===== config.mk =====
export PLATFORM = sky130hd
export DESIGN_NAME = vic_loader_top
export DESIGN_NICKNAME = d
export VERILOG_FILES = /design/src/source/loader_pkg.sv /design/src/source/image_loader.sv /design/src/source/memory_map_ctrl.sv /design/src/source/prg_loader.sv /design/src/source/vic_loader_top.sv
export VERILOG_INCLUDE_DIRS = /design/src /design/src/source
export SDC_FILE = /design/constraint.sdc
export NUM_CORES = 1
export LEC_CHECK = 0
export BUFFER_PORTS_ARGS = -buffer_cell sky130_fd_sc_hd__clkbuf_2
export CORE_MARGIN = 2
export CORE_UTILIZATION = 55
export DETAILED_ROUTE_END_ITERATION = 8
export GPL_ROUTABILITY_DRIVEN = 0
export MAX_ROUTING_LAYER = met4
export PLACE_DENSITY = 0.78
export SLEW_MARGIN = 40
export SYNTH_ARGS = -nofsm -noshare
export SYNTH_HDL_FRONTEND = slang
export SYNTH_SLANG_ARGS = --single-unit

===== constraint.sdc =====
create_clock -name clk_sys -period 3.7 [get_ports clk_sys]
set_input_delay 0.185 -clock clk_sys [delete_from_list [all_inputs] [get_ports clk_sys]]
set_output_delay 0.185 -clock clk_sys [all_outputs]
set_load 0.01 [all_outputs]

===== src/source/loader_params.svh =====
`ifndef LOADER_PARAMS_SVH
`define LOADER_PARAMS_SVH

//////////////////////////////////////////////////
// Download index codes
//////////////////////////////////////////////////

// Program file with two-byte load address
`define LDR_IDX_PRG      8'h01
// Cartridge image with two-byte load address
`define LDR_IDX_CRT      8'h41
// Cartridge image, start block from the file extension
`define LDR_IDX_CT       8'h81
// KERNAL ROM image
`define LDR_IDX_ROM      8'h06

//////////////////////////////////////////////////
// Address limits
//////////////////////////////////////////////////

// First address a program may not write
`define LDR_PRG_LIMIT    16'hA000
// First address a cartridge may not write
`define LDR_CART_LIMIT   16'hC000

// KERNAL window inside the ROM image, upper bound exclusive
`define LDR_ROM_LO       25'h0004000
`define LDR_ROM_HI       25'h0008000
// Moves image offsets $4000-$7FFF up to $C000-$FFFF
`define LDR_ROM_OFFSET   16'h8000

//////////////////////////////////////////////////
// BASIC pointer bytes
//////////////////////////////////////////////////

// Six pointer bytes starting here, lo/hi pairs
`define LDR_PTR_BASE     16'h002D
// Two more pointer bytes, lo then hi
`define LDR_PTR_END      16'h00AE

`endif


===== src/source/loader_pkg.sv =====
`default_nettype none

package loader_pkg;

	//////////////////////////////////////////////////
	// Download port
	//////////////////////////////////////////////////

	// One sample of the host download port
	typedef struct packed {
		logic        dl;    // Download in progress
		logic [7:0]  idx;   // File type index
		logic        wr;    // Byte strobe
		logic [24:0] addr;  // Offset inside the file
		logic [7:0]  data;
		logic [7:0]  ext;   // Last character of the file name
	} dl_req_t;

	//////////////////////////////////////////////////
	// Emulated memory
	//////////////////////////////////////////////////

	// 8 KB block number and offset inside the block
	typedef struct packed {
		logic [2:0]  blk;
		logic [12:0] off;
	} blk_addr_t;

	// Same 16-bit address, as a byte address or as block plus offset
	typedef union packed {
		logic [15:0] byte_addr;
		blk_addr_t   blk_view;
	} mem_addr_u;

	// One byte write into the machine
	typedef struct packed {
		logic        wr;
		mem_addr_u   addr;
		logic [7:0]  data;
	} mem_wr_t;

	// Expansion blocks
	// Bit 0 is $0400, bits 1-3 are $2000/$4000/$6000, bit 4 is $A000
	typedef logic [4:0] ram_blk_t;

endpackage

`default_nettype wire


===== src/source/image_loader.sv =====
`timescale 1ns/1ps
`default_nettype none

`include "loader_params.svh"

module image_loader (
	input  wire logic                clk_sys,
	input  wire logic                reset,
	input  wire loader_pkg::dl_req_t dl_i,
	output loader_pkg::mem_wr_t      wr_o,
	output loader_pkg::ram_blk_t     cart_blk_o
);

	logic                  load_crt;
	logic                  load_ct;
	logic                  load_rom;
	logic                  dl_q;
	logic                  ct_start;
	logic                  hdr_lo;
	logic                  hdr_hi;
	logic                  cart_wr;
	logic                  rom_wr;
	logic [15:0]           ct_addr;
	loader_pkg::mem_addr_u cur_addr;
	loader_pkg::ram_blk_t  blk_hit;
	loader_pkg::ram_blk_t  cart_blk_q;
	logic                  wr_stb_q;
	loader_pkg::mem_addr_u wr_addr_q;
	logic [7:0]            wr_data_q;

	assign load_crt = (dl_i.idx == `LDR_IDX_CRT);
	assign load_ct  = (dl_i.idx == `LDR_IDX_CT);
	assign load_rom = (dl_i.idx == `LDR_IDX_ROM);
	assign ct_start = ~dl_q & dl_i.dl & load_ct;

	// Only CRT files carry a load address header
	assign hdr_lo  = dl_i.dl & load_crt & dl_i.wr & (dl_i.addr == 25'd0);
	assign hdr_hi  = dl_i.dl & load_crt & dl_i.wr & (dl_i.addr == 25'd1);
	assign cart_wr = dl_i.dl & (load_crt | load_ct) & dl_i.wr & ~hdr_lo & ~hdr_hi
		& (cur_addr.byte_addr < `LDR_CART_LIMIT);
	assign rom_wr  = dl_i.dl & load_rom & dl_i.wr
		& (dl_i.addr >= `LDR_ROM_LO) & (dl_i.addr < `LDR_ROM_HI);

	//////////////////////////////////////////////////
	// Start address and block decode
	//////////////////////////////////////////////////

	// Extension '2'..'9' or 'A'..'B' names the start block
	always_comb begin
		ct_addr = cur_addr.byte_addr;
		if (dl_i.ext >= "2" && dl_i.ext <= "9") begin
			ct_addr = {dl_i.ext[3:0], 12'h000};
		end else if (dl_i.ext >= "A" && dl_i.ext <= "B") begin
			ct_addr = {dl_i.ext[3:0] + 4'd9, 12'h000};
		end
	end

	// Block 4 is the character ROM area and has no expansion bit
	always_comb begin
		blk_hit = '0;
		case (cur_addr.blk_view.blk)
			3'd0: blk_hit[0] = 1'b1;
			3'd1: blk_hit[1] = 1'b1;
			3'd2: blk_hit[2] = 1'b1;
			3'd3: blk_hit[3] = 1'b1;
			3'd5: blk_hit[4] = 1'b1;
			default: blk_hit = '0;
		endcase
	end

	//////////////////////////////////////////////////
	// Control
	//////////////////////////////////////////////////

	always_ff @(posedge clk_sys) begin
		if (reset) begin
			dl_q       <= 1'b0;
			wr_stb_q   <= 1'b0;
			cart_blk_q <= '0;
		end else begin
			dl_q     <= dl_i.dl;
			wr_stb_q <= cart_wr | rom_wr;
			if (cart_wr) begin
				cart_blk_q <= cart_blk_q | blk_hit;
			end
		end
	end

	// Running cartridge address and write payload
	always_ff @(posedge clk_sys) begin
		if (hdr_lo) begin
			cur_addr.byte_addr[7:0] <= dl_i.data;
		end
		if (hdr_hi) begin
			cur_addr.byte_addr[15:8] <= dl_i.data;
		end
		if (cart_wr) begin
			wr_addr_q           <= cur_addr;
			wr_data_q           <= dl_i.data;
			cur_addr.byte_addr  <= cur_addr.byte_addr + 16'd1;
		end else if (rom_wr) begin
			wr_addr_q.byte_addr <= dl_i.addr[15:0] + `LDR_ROM_OFFSET;
			wr_data_q           <= dl_i.data;
		end
		if (ct_start) begin
			cur_addr.byte_addr <= ct_addr;
		end
	end

	assign wr_o       = '{wr: wr_stb_q, addr: wr_addr_q, data: wr_data_q};
	assign cart_blk_o = cart_blk_q;

endmodule

`default_nettype wire


===== src/source/memory_map_ctrl.sv =====
`timescale 1ns/1ps
`default_nettype none

module memory_map_ctrl (
	input  wire logic                 clk_sys,
	input  wire logic                 reset,
	input  wire loader_pkg::mem_wr_t  prg_wr_i,
	input  wire loader_pkg::mem_wr_t  img_wr_i,
	input  wire loader_pkg::ram_blk_t cart_blk_i,
	input  wire logic                 extram1_i,
	input  wire logic [1:0]           extram2_sel_i,
	input  wire logic                 extram3_i,
	input  wire logic                 cart_writable_i,
	input  wire logic                 rom_std_sel_i,
	output loader_pkg::mem_wr_t       mem_wr_o,
	output loader_pkg::ram_blk_t      ram_ext_o,
	output loader_pkg::ram_blk_t      ram_ext_ro_o,
	output logic                      rom_std_o
);

	logic [2:0]            extram2_blk;
	loader_pkg::ram_blk_t  menu_blk;
	loader_pkg::ram_blk_t  ext_q;
	loader_pkg::ram_blk_t  ro_q;
	logic                  rom_std_q;
	logic                  wr_stb_q;
	loader_pkg::mem_addr_u wr_addr_q;
	logic [7:0]            wr_data_q;

	//////////////////////////////////////////////////
	// Expansion map
	//////////////////////////////////////////////////

	// Menu RAM 2 grows upward from $2000 one 8 KB block at a time
	always_comb begin
		case (extram2_sel_i)
			2'd0: extram2_blk = 3'b000;
			2'd1: extram2_blk = 3'b001;
			2'd2: extram2_blk = 3'b011;
			default: extram2_blk = 3'b111;
		endcase
	end

	assign menu_blk = {extram3_i, extram2_blk, extram1_i};

	// Masks just track their inputs
	always_ff @(posedge clk_sys) begin
		ext_q <= menu_blk | cart_blk_i;
		ro_q  <= cart_writable_i ? '0 : cart_blk_i;
	end

	//////////////////////////////////////////////////
	// Write merge
	//////////////////////////////////////////////////

	always_ff @(posedge clk_sys) begin
		if (reset) begin
			wr_stb_q  <= 1'b0;
			rom_std_q <= rom_std_sel_i;
		end else begin
			wr_stb_q <= prg_wr_i.wr | img_wr_i.wr;
		end
	end

	always_ff @(posedge clk_sys) begin
		if (prg_wr_i.wr) begin
			wr_addr_q <= prg_wr_i.addr;
			wr_data_q <= prg_wr_i.data;
		end else if (img_wr_i.wr) begin
			wr_addr_q <= img_wr_i.addr;
			wr_data_q <= img_wr_i.data;
		end
	end

	assign mem_wr_o     = '{wr: wr_stb_q, addr: wr_addr_q, data: wr_data_q};
	assign ram_ext_o    = ext_q;
	assign ram_ext_ro_o = ro_q;
	assign rom_std_o    = rom_std_q;

	// One download type at a time, so the loaders never collide
	a_one_stream: assert property (@(posedge clk_sys) disable iff (reset)
		!(prg_wr_i.wr && img_wr_i.wr));

endmodule

`default_nettype wire


===== src/source/prg_loader.sv =====
`timescale 1ns/1ps
`default_nettype none

`include "loader_params.svh"

module prg_loader (
	input  wire logic                clk_sys,
	input  wire logic                reset,
	input  wire loader_pkg::dl_req_t dl_i,
	output loader_pkg::mem_wr_t      wr_o
);

	logic                  load_prg;
	logic                  load_rom;
	logic                  dl_q;
	logic                  dl_fall;
	logic                  hdr_lo;
	logic                  hdr_hi;
	logic                  data_wr;
	logic [15:0]           next_addr;
	logic [3:0]            seq_state;
	logic [2:0]            patch_step;
	logic [15:0]           patch_addr;
	logic [7:0]            patch_data;
	logic                  wr_stb_q;
	loader_pkg::mem_addr_u wr_addr_q;
	logic [7:0]            wr_data_q;

	assign load_prg = (dl_i.idx == `LDR_IDX_PRG);
	assign load_rom = (dl_i.idx == `LDR_IDX_ROM);
	assign dl_fall  = dl_q & ~dl_i.dl & load_prg;

	// Byte 0 and 1 of the file carry the load address
	assign hdr_lo  = dl_i.dl & load_prg & dl_i.wr & (dl_i.addr == 25'd0);
	assign hdr_hi  = dl_i.dl & load_prg & dl_i.wr & (dl_i.addr == 25'd1);
	assign data_wr = dl_i.dl & load_prg & dl_i.wr & (dl_i.addr > 25'd1)
		& (next_addr < `LDR_PRG_LIMIT);

	//////////////////////////////////////////////////
	// Pointer patch table
	//////////////////////////////////////////////////

	// Odd sequencer states emit one write each, eight in all
	assign patch_step = seq_state[3:1];

	always_comb begin
		if (patch_step < 3'd6) begin
			patch_addr = `LDR_PTR_BASE + {13'd0, patch_step};
		end else begin
			patch_addr = `LDR_PTR_END + {15'd0, patch_step[0]};
		end
		// Even steps carry the low byte
		patch_data = patch_step[0] ? next_addr[15:8] : next_addr[7:0];
	end

	//////////////////////////////////////////////////
	// Control
	//////////////////////////////////////////////////

	always_ff @(posedge clk_sys) begin
		if (reset) begin
			dl_q      <= 1'b0;
			seq_state <= 4'd0;
			wr_stb_q  <= 1'b0;
		end else begin
			dl_q     <= dl_i.dl;
			wr_stb_q <= data_wr | seq_state[0];
			if (seq_state != 4'd0) begin
				seq_state <= seq_state + 4'd1;
			end
			if (dl_fall) begin
				seq_state <= 4'd1;
			end
			// A fresh program or ROM download drops an unfinished patch
			if (dl_i.dl && (load_prg || load_rom)) begin
				seq_state <= 4'd0;
			end
		end
	end

	// Load address and write payload
	always_ff @(posedge clk_sys) begin
		if (hdr_lo) begin
			next_addr[7:0] <= dl_i.data;
		end
		if (hdr_hi) begin
			next_addr[15:8] <= dl_i.data;
		end
		if (data_wr) begin
			wr_addr_q.byte_addr <= next_addr;
			wr_data_q           <= dl_i.data;
			next_addr           <= next_addr + 16'd1;
		end else if (seq_state[0]) begin
			wr_addr_q.byte_addr <= patch_addr;
			wr_data_q           <= patch_data;
		end
	end

	assign wr_o = '{wr: wr_stb_q, addr: wr_addr_q, data: wr_data_q};

	// Program data and patch bytes all land below BASIC ROM space
	a_below_limit: assert property (@(posedge clk_sys) disable iff (reset)
		wr_o.wr |-> (wr_o.addr.byte_addr < `LDR_PRG_LIMIT));

	// End of a program download starts the patch with the first pointer byte
	a_patch_start: assert property (@(posedge clk_sys) disable iff (reset)
		dl_fall |=> ##1 (wr_o.wr && (wr_o.addr.byte_addr == `LDR_PTR_BASE)));

endmodule

`default_nettype wire


===== src/source/vic_loader_top.sv =====
`timescale 1ns/1ps
`default_nettype none

module vic_loader_top (
	input  wire logic                clk_sys,
	input  wire logic                reset,
	input  wire loader_pkg::dl_req_t dl_i,
	input  wire logic                extram1_i,
	input  wire logic [1:0]          extram2_sel_i,
	input  wire logic                extram3_i,
	input  wire logic                cart_writable_i,
	input  wire logic                rom_std_sel_i,
	output loader_pkg::mem_wr_t      mem_wr_o,
	output loader_pkg::ram_blk_t     ram_ext_o,
	output loader_pkg::ram_blk_t     ram_ext_ro_o,
	output logic                     rom_std_o
);

	loader_pkg::mem_wr_t  prg_wr;
	loader_pkg::mem_wr_t  img_wr;
	loader_pkg::ram_blk_t cart_blk;

	//////////////////////////////////////////////////
	// Loaders
	//////////////////////////////////////////////////

	prg_loader prg_loader_i (
		.clk_sys (clk_sys),
		.reset   (reset),
		.dl_i    (dl_i),
		.wr_o    (prg_wr)
	);

	image_loader image_loader_i (
		.clk_sys    (clk_sys),
		.reset      (reset),
		.dl_i       (dl_i),
		.wr_o       (img_wr),
		.cart_blk_o (cart_blk)
	);

	//////////////////////////////////////////////////
	// Memory side
	//////////////////////////////////////////////////

	memory_map_ctrl memory_map_ctrl_i (
		.clk_sys         (clk_sys),
		.reset           (reset),
		.prg_wr_i        (prg_wr),
		.img_wr_i        (img_wr),
		.cart_blk_i      (cart_blk),
		.extram1_i       (extram1_i),
		.extram2_sel_i   (extram2_sel_i),
		.extram3_i       (extram3_i),
		.cart_writable_i (cart_writable_i),
		.rom_std_sel_i   (rom_std_sel_i),
		.mem_wr_o        (mem_wr_o),
		.ram_ext_o       (ram_ext_o),
		.ram_ext_ro_o    (ram_ext_ro_o),
		.rom_std_o       (rom_std_o)
	);

endmodule

`default_nettype wire


==> reports/results.ini, run 1 <==
[worst_hold_path]
min_path_type=input pin to register

[setup_path]
crit_arrival_ps=2900
slowest_stage=a21oi_1
critPathMaxStageDelay_ps=680
cp_max_fo=8
endpoint_kind=register
timing.critical_path.buf_inv=2
cp-start-kind=input pin
crit_family=simple AND/OR/NAND/NOR gates
path_cells=dlygate4sd3_1, clkbuf_2, nor4_1, nand4_1, nor2_1, o211ai_1, a21oi_1
cp_data_required_time_ps=3860
worstSetupPathType=input pin to register

[logic_synthesis]
ys_seq_elements=128
syn_inst=528
netlist_area_um2=6081
synth_top_area_share_pct=51.85
synthDistinctLibCells=49
synth.largest_area_cell=edfxtp_1
synth_edf_count=105
async_flop_share_pct=0
synth_nets=596
ys_seq_area_share_pct=59.42
synth_flop_cell=edfxtp_1
ys_top_cells_by_area=edfxtp_1 (52%), dfxtp_1 (7.6%), mux2_2 (4.8%), nand2_1 (4.4%), xnor2_1 (2.9%)
ys_warn_count=0
synth.avg_cell_area_um2=11.52

[layout]
layout_common_cells=edfxtp_1 (105), clkbuf_2 (94), nand2_1 (72)
layout-drive-gt1-share_pct=25.71
nNetsFinal=720
regArea_um2=3613
fin_util_pct=69.50
syn_to_final_growth_pct=23.35
diodes=0
mostFrequentLayoutCell=edfxtp_1
multi_input_area_um2=2312
fillCellCount=739

[global_route]
grt_overflow=0
grt_pass1_vias=4362
met3_usage_pct=7.173
top_usage_layer=met2
met2_usage_pct=38.69
antenna_found_initial=0
use_met1_pct=34.53
grt_start_max_net_pins=43
grt_first_pass_wirelength_um=22150
grt_use_total_pct=26.26

[job]
drv_cap=0

[clock_tree]
cts_tree=built
clockRootBuffer=clkbuf_8
cts_sinks=128
postCtsHoldBufs=25
cts.htree.levels=4
clk_latency_ps=530
cts.path.max_buffers=2
post_cts_buffers=0
ctsResizeCount=0
path_clk_slew_ps=60
cts_made_buffers=17

[floorplanning]
start_util_pct=56.34
fp-row-count=38
dieHeight_um=109.1
core_um2=10790
num_io_pins=95
die_area_um2=11910
die_w_um=109.1

[power]
leakage_nw=2.778
seqPwrFrac_pct=48.1
ir_drop_mv=0.2871
p_comb_share_pct=5.7
powerDensity_nw_per_um2=441.2
p_int_w=0.002566
switching_share_pct=22.47
p_sw_w=0.0007436
pwr-share-clk_pct=46.2

[place]
numPortBuffers=94
hpwl_um=10020

[timing]
slew_viol_final=0
period_share_pct=74.21
worst_pin_slew_ps=813.8
fmax_ghz=0.3642
setup_tns_ps=0
setup_violations=0
rsz0062_at_grt=no
fin_crit_ps=2746
fin_skew_ps=6.265
maxSlewHeadroom_pct=45.75
hold_viol=0

[routing]
wl_um=14340
dr.pass1.iters=5
detail_route.vias_per_cell=5.724
drc=0
ant_nets=0
initialDrtViolationCount=409
wire_per_inst_um=17.81
dr_total_vias=4608

[status]
outcome=complete, no violations

## cell families (layout without fill, tap and decap cells)
family / count (synthesis) / after routing / share of synthesized area [%]
flops: 128 / 128 / 59.42
simple gates: 197 / 197 / 16.19
xor+xnor: 34 / 34 / 4.897
mux: 39 / 39 / 6.955
buf+inv: 38 / 175 / 2.613
fa+ha+maj: 9 / 9 / 1.852
compound gates: 83 / 83 / 8.066
## power by group through the flow
stage / registers [W] / logic (W) / clock network, W
floorplan: 0.00163 / 0.0000775 / 0
CTS: 0.00159 / 0.000187 / 0.00154
finish: 0.00159 / 0.000189 / 0.00153
global placement: 0.00162 / 0.000160 / 0
detailed placement: 0.00162 / 0.000165 / 0
global route: 0.00159 / 0.000207 / 0.00162
## cell type report
cell class                      instances  area share, %
Clock inverter                         14          1.751
Timing Repair Buffer                  129          10.64
Clock buffer                           18          5.571
Tap cell                              140          2.335
Sequential cell                       128          48.17
Multi-Input combinational cell        362          30.83
Inverter                               14         0.7006
## state kept, by name, summed over array words and instances (netlist names), 4 cells and up
name / count
prg_loader_i.wr_addr_q: 16
image_loader_i.cart_blk_o: 5
image_loader_i.cur_addr: 16
memory_map_ctrl_i.ram_ext_ro_o: 5
memory_map_ctrl_i.wr_addr_q: 16
memory_map_ctrl_i.ram_ext_o: 5
prg_loader_i.next_addr: 16
prg_loader_i.seq_state: 4
memory_map_ctrl_i.wr_data_q: 8
image_loader_i.wr_data_q: 8
image_loader_i.wr_addr_q: 16
prg_loader_i.wr_data_q: 8
## through the flow
stage	setup slack [ps]	total power, W	hold WS, ps	instance area [um2]	std cells
floorplan	442.3	0.001703	251.7	6081	528
global placement	1092	0.001782	363.0	6691	747
detailed placement	1018	0.001788	374.9	6691	747
CTS	1009	0.003319	0.4979	7491	804
global route	814.9	0.003418	18.78	7501	805
finish	954.1	0.003310	12.71	7501	805
## cell usage after synthesis (all sizes together), types with 10 or more instances
cell	number
nand3	10
nor4	11
buf	12
o21ai	25
a21oi	32
clkbuf	12
dfxtp	23
mux2	26
xnor2	20
a211oi	10
nand2	72
nor2	42
inv	14
edfxtp	105
mux2i	13
xor2	14
nand4	11
## per-layer routing
layer  vias to the layer above  wire length (um)
met5                         -                 0
met4                         0               371
met3                        28              1176
met2                       241              6731
met1                      2164              6060
li1                       2175                 -
## worst register-to-register path, stage by stage, from the launching register on
cell,delay (ps)
edfxtp_1,540
a211o_1,380
nor4_4,300
o31a_1,250
nor2_1,80
a21oi_1,600
## path summary, 6_finish.rpt
| path | cells after the start | slack (ps) | from | to |
|---|---|---|---|---|
| min reg2reg | 1 | 450 | image_loader_i.cart_blk_o[0] | memory_map_ctrl_i.ram_ext_o[0] |
| max reg2reg | 5 | 1170 | image_loader_i.cur_addr[14] | image_loader_i.cur_addr[13] |
| min | 3 | 10 | dl_i[24] | image_loader_i.wr_addr_q[8] |
| max | 7 | 950 | dl_i[17] | prg_loader_i.next_addr[4] |
No activity file was read; power rests on OpenSTA's default activity.
==> run 2, diff against run 1 <==
--- a/config.mk
+++ b/config.mk
@@ -8,11 +8,11 @@
 export LEC_CHECK = 0
 export BUFFER_PORTS_ARGS = -buffer_cell sky130_fd_sc_hd__clkbuf_2
 export CORE_MARGIN = 2
-export CORE_UTILIZATION = 55
+export CORE_UTILIZATION = 51
 export DETAILED_ROUTE_END_ITERATION = 8
 export GPL_ROUTABILITY_DRIVEN = 0
 export MAX_ROUTING_LAYER = met4
-export PLACE_DENSITY = 0.78
+export PLACE_DENSITY = 0.76
 export SLEW_MARGIN = 40
 export SYNTH_ARGS = -nofsm -noshare
 export SYNTH_HDL_FRONTEND = slang
==> constraint.sdc (replaced) <==
create_clock -name clk_sys -period 2.22 [get_ports clk_sys]
set_input_delay 0.111 -clock clk_sys [delete_from_list [all_inputs] [get_ports clk_sys]]
set_output_delay 0.111 -clock clk_sys [all_outputs]
set_load 0.01 [all_outputs]
==> reports/results.ini, run 2 (synthesized netlist as in run 1, its figures left out) <==
[routing]
wl_um=14270  ; -0.50%
detail_route.vias_per_cell=5.609  ; -2.0%
initialDrtViolationCount=409  ; unchanged
ant_nets=0  ; unchanged
wire_per_inst_um=17.49  ; -1.8%
drc=7  ; +7
dr.pass1.iters=7  ; +2
dr_total_vias=4577  ; -0.67%

[place]
numPortBuffers=94  ; unchanged
hpwl_um=9962  ; -0.57%

[timing]
setup_violations=0  ; unchanged
hold_viol=0  ; unchanged
maxSlewHeadroom_pct=58.34  ; +13 points
slew_viol_final=0  ; unchanged
setup_tns_ps=0  ; unchanged
fmax_ghz=0.4606
rsz0062_at_grt=yes
holdWs_ps=12.69  ; -0.02640 ps
fin_skew_ps=6.513  ; +0.2483 ps
period_share_pct=97.79
worst_pin_slew_ps=619.2  ; -194.6 ps
fin_crit_ps=2171

[worst_hold_path]
min_from=dl_i[23]
min_path_cells=3  ; unchanged
min_path_type=input pin to register
min_to=image_loader_i.wr_addr_q[7]

[clock_tree]
cts.htree.levels=4  ; unchanged
cts.path.max_buffers=2  ; unchanged
post_cts_buffers=0  ; unchanged
clockRootBuffer=clkbuf_16
path_clk_slew_ps=60  ; about the same
cts_tree=built
cts_made_buffers=17  ; unchanged
cts_sinks=128  ; unchanged
clk_latency_ps=420  ; -110 ps

[power]
powerDensity_nw_per_um2=756.3  ; +71%
ir_drop_mv=0.5374  ; +87%
leakage_nw=2.878  ; +3.6%

[status]
outcome=finished, violations left
violations=DRC

[setup_path]
worstSetupPathType=input pin to register
crit_family=buffers and inverters
rr_startpoint=image_loader_i.cur_addr[15]
crit_arrival_ps=2320  ; -580 ps
critPathMaxStageDelay_ps=540  ; -140 ps
slowest_stage=dlygate4sd3_1
r2r-end=image_loader_i.cur_addr[14]
rrSetupSlack_ps=120  ; -1050 ps
path_cells=dlygate4sd3_1, clkbuf_2, nor4_1, nand4_1, buf_4, o31a_1, buf_4, o21ai_1, a21oi_1
crit_path_frequent_cell=buf_4
endpoint_kind=register
cp_max_fo=22  ; +14
timing.critical_path.buf_inv=4  ; +2
cp-start-kind=input pin
cp_data_required_time_ps=2370  ; -1490 ps
r2r.worst_path.cells=6  ; +1
startpoint=dl_i[17]

[global_route]
grt_use_total_pct=24.09  ; -2.2 points
grt_overflow=0  ; unchanged
antenna_found_initial=0  ; unchanged
grt_start_max_net_pins=39  ; -9.3%
grt_first_pass_wirelength_um=22580  ; +1.9%
grt_pass1_vias=4395  ; +0.76%

[layout]
diodes=0  ; unchanged
mostFrequentLayoutCell=edfxtp_1
layout-drive-gt1-share_pct=28.23  ; +2.5 points
syn_to_final_growth_pct=26.58
nNetsFinal=728  ; +1.1%
layout_common_cells=edfxtp_1 (105), clkbuf_2 (94), nand2_1 (71)

[floorplanning]
die_area_um2=12810  ; +7.6%
start_util_pct=52.80  ; -3.5 points
fp-row-count=39  ; +2.6%
dieHeight_um=113.2  ; +3.7%
die_w_um=113.2  ; +3.7%
num_io_pins=95  ; unchanged
core_um2=11520  ; +6.7%

[job]
drv_cap=0  ; unchanged

==> run 2: how the worst max path moves through the flow <==
stage	endpoint	slack, ps	cells after the start
2_1_floorplan	image_loader_i.cur_addr[0]	50	8
3_3_place_gp	image_loader_i.cur_addr[15]	80	7
3_5_place_dp	image_loader_i.cur_addr[14]	-5	7
4_1_cts	image_loader_i.cur_addr[11]	10	9
5_1_grt	image_loader_i.cur_addr[0]	-40	9
6_report	image_loader_i.cur_addr[11]	50	9
==> run 2: area by class of cell <==
class                      instances  area [um2]
inverter                          14       52.55
clock inverter                    14       182.7
tap                              143       178.9
sequential                       128        3613
clock buffer                      18       429.2
multi-input combinational        362        2344
fill                             825        3819
timing repair buffer             137       897.1
==> run 2: stage by stage <==
stage	setup WS [ps]	power [W]	instance area [um2]	utilization, %	instances
floorplan	51.57	0.002838	6132	-	528
global placement	76.29	0.002974	6878	59.72	764
detailed placement	-5.422	0.002985	6878	59.72	764
CTS	12.98	0.005844	7690	66.78	816
global route	-40.03	0.005977	7697	66.84	816
finish	48.96	0.005822	7697	66.84	816
==> run 2: power breakdown <==
group / switching [W] / internal (W) / total, W
clock network: 0.00107 / 0.00179 / 0.00286
logic: 0.000172 / 0.000143 / 0.000315
registers: 0.0000132 / 0.00264 / 0.00265
total: 0.00125 / 0.00457 / 0.00582
==> run 2: routing by layer <==
metal  wire (um)  up-vias  track usage, %
met2        6728      233           36.01
met4         251        0           9.919
met3        1213       24           4.981
met5           0        -               -
li1            -     2201               -
met1        6075     2119           32.32
==> run 2: worst reg2reg max path, stage by stage, from the launching register on <==
cell and delay (ps):
edfxtp_1 410, a211o_1 340, nor4_4 310, o31a_1 270
buf_6 180, mux2i_2 240, mux2i_1 100
==> run 2: what timing repair did <==
action	in CTS	in global routing
resized for setup	0	4
endpoints found under the setup margin	0	32
hold buffers	20	0
endpoints found under the hold margin	24	0
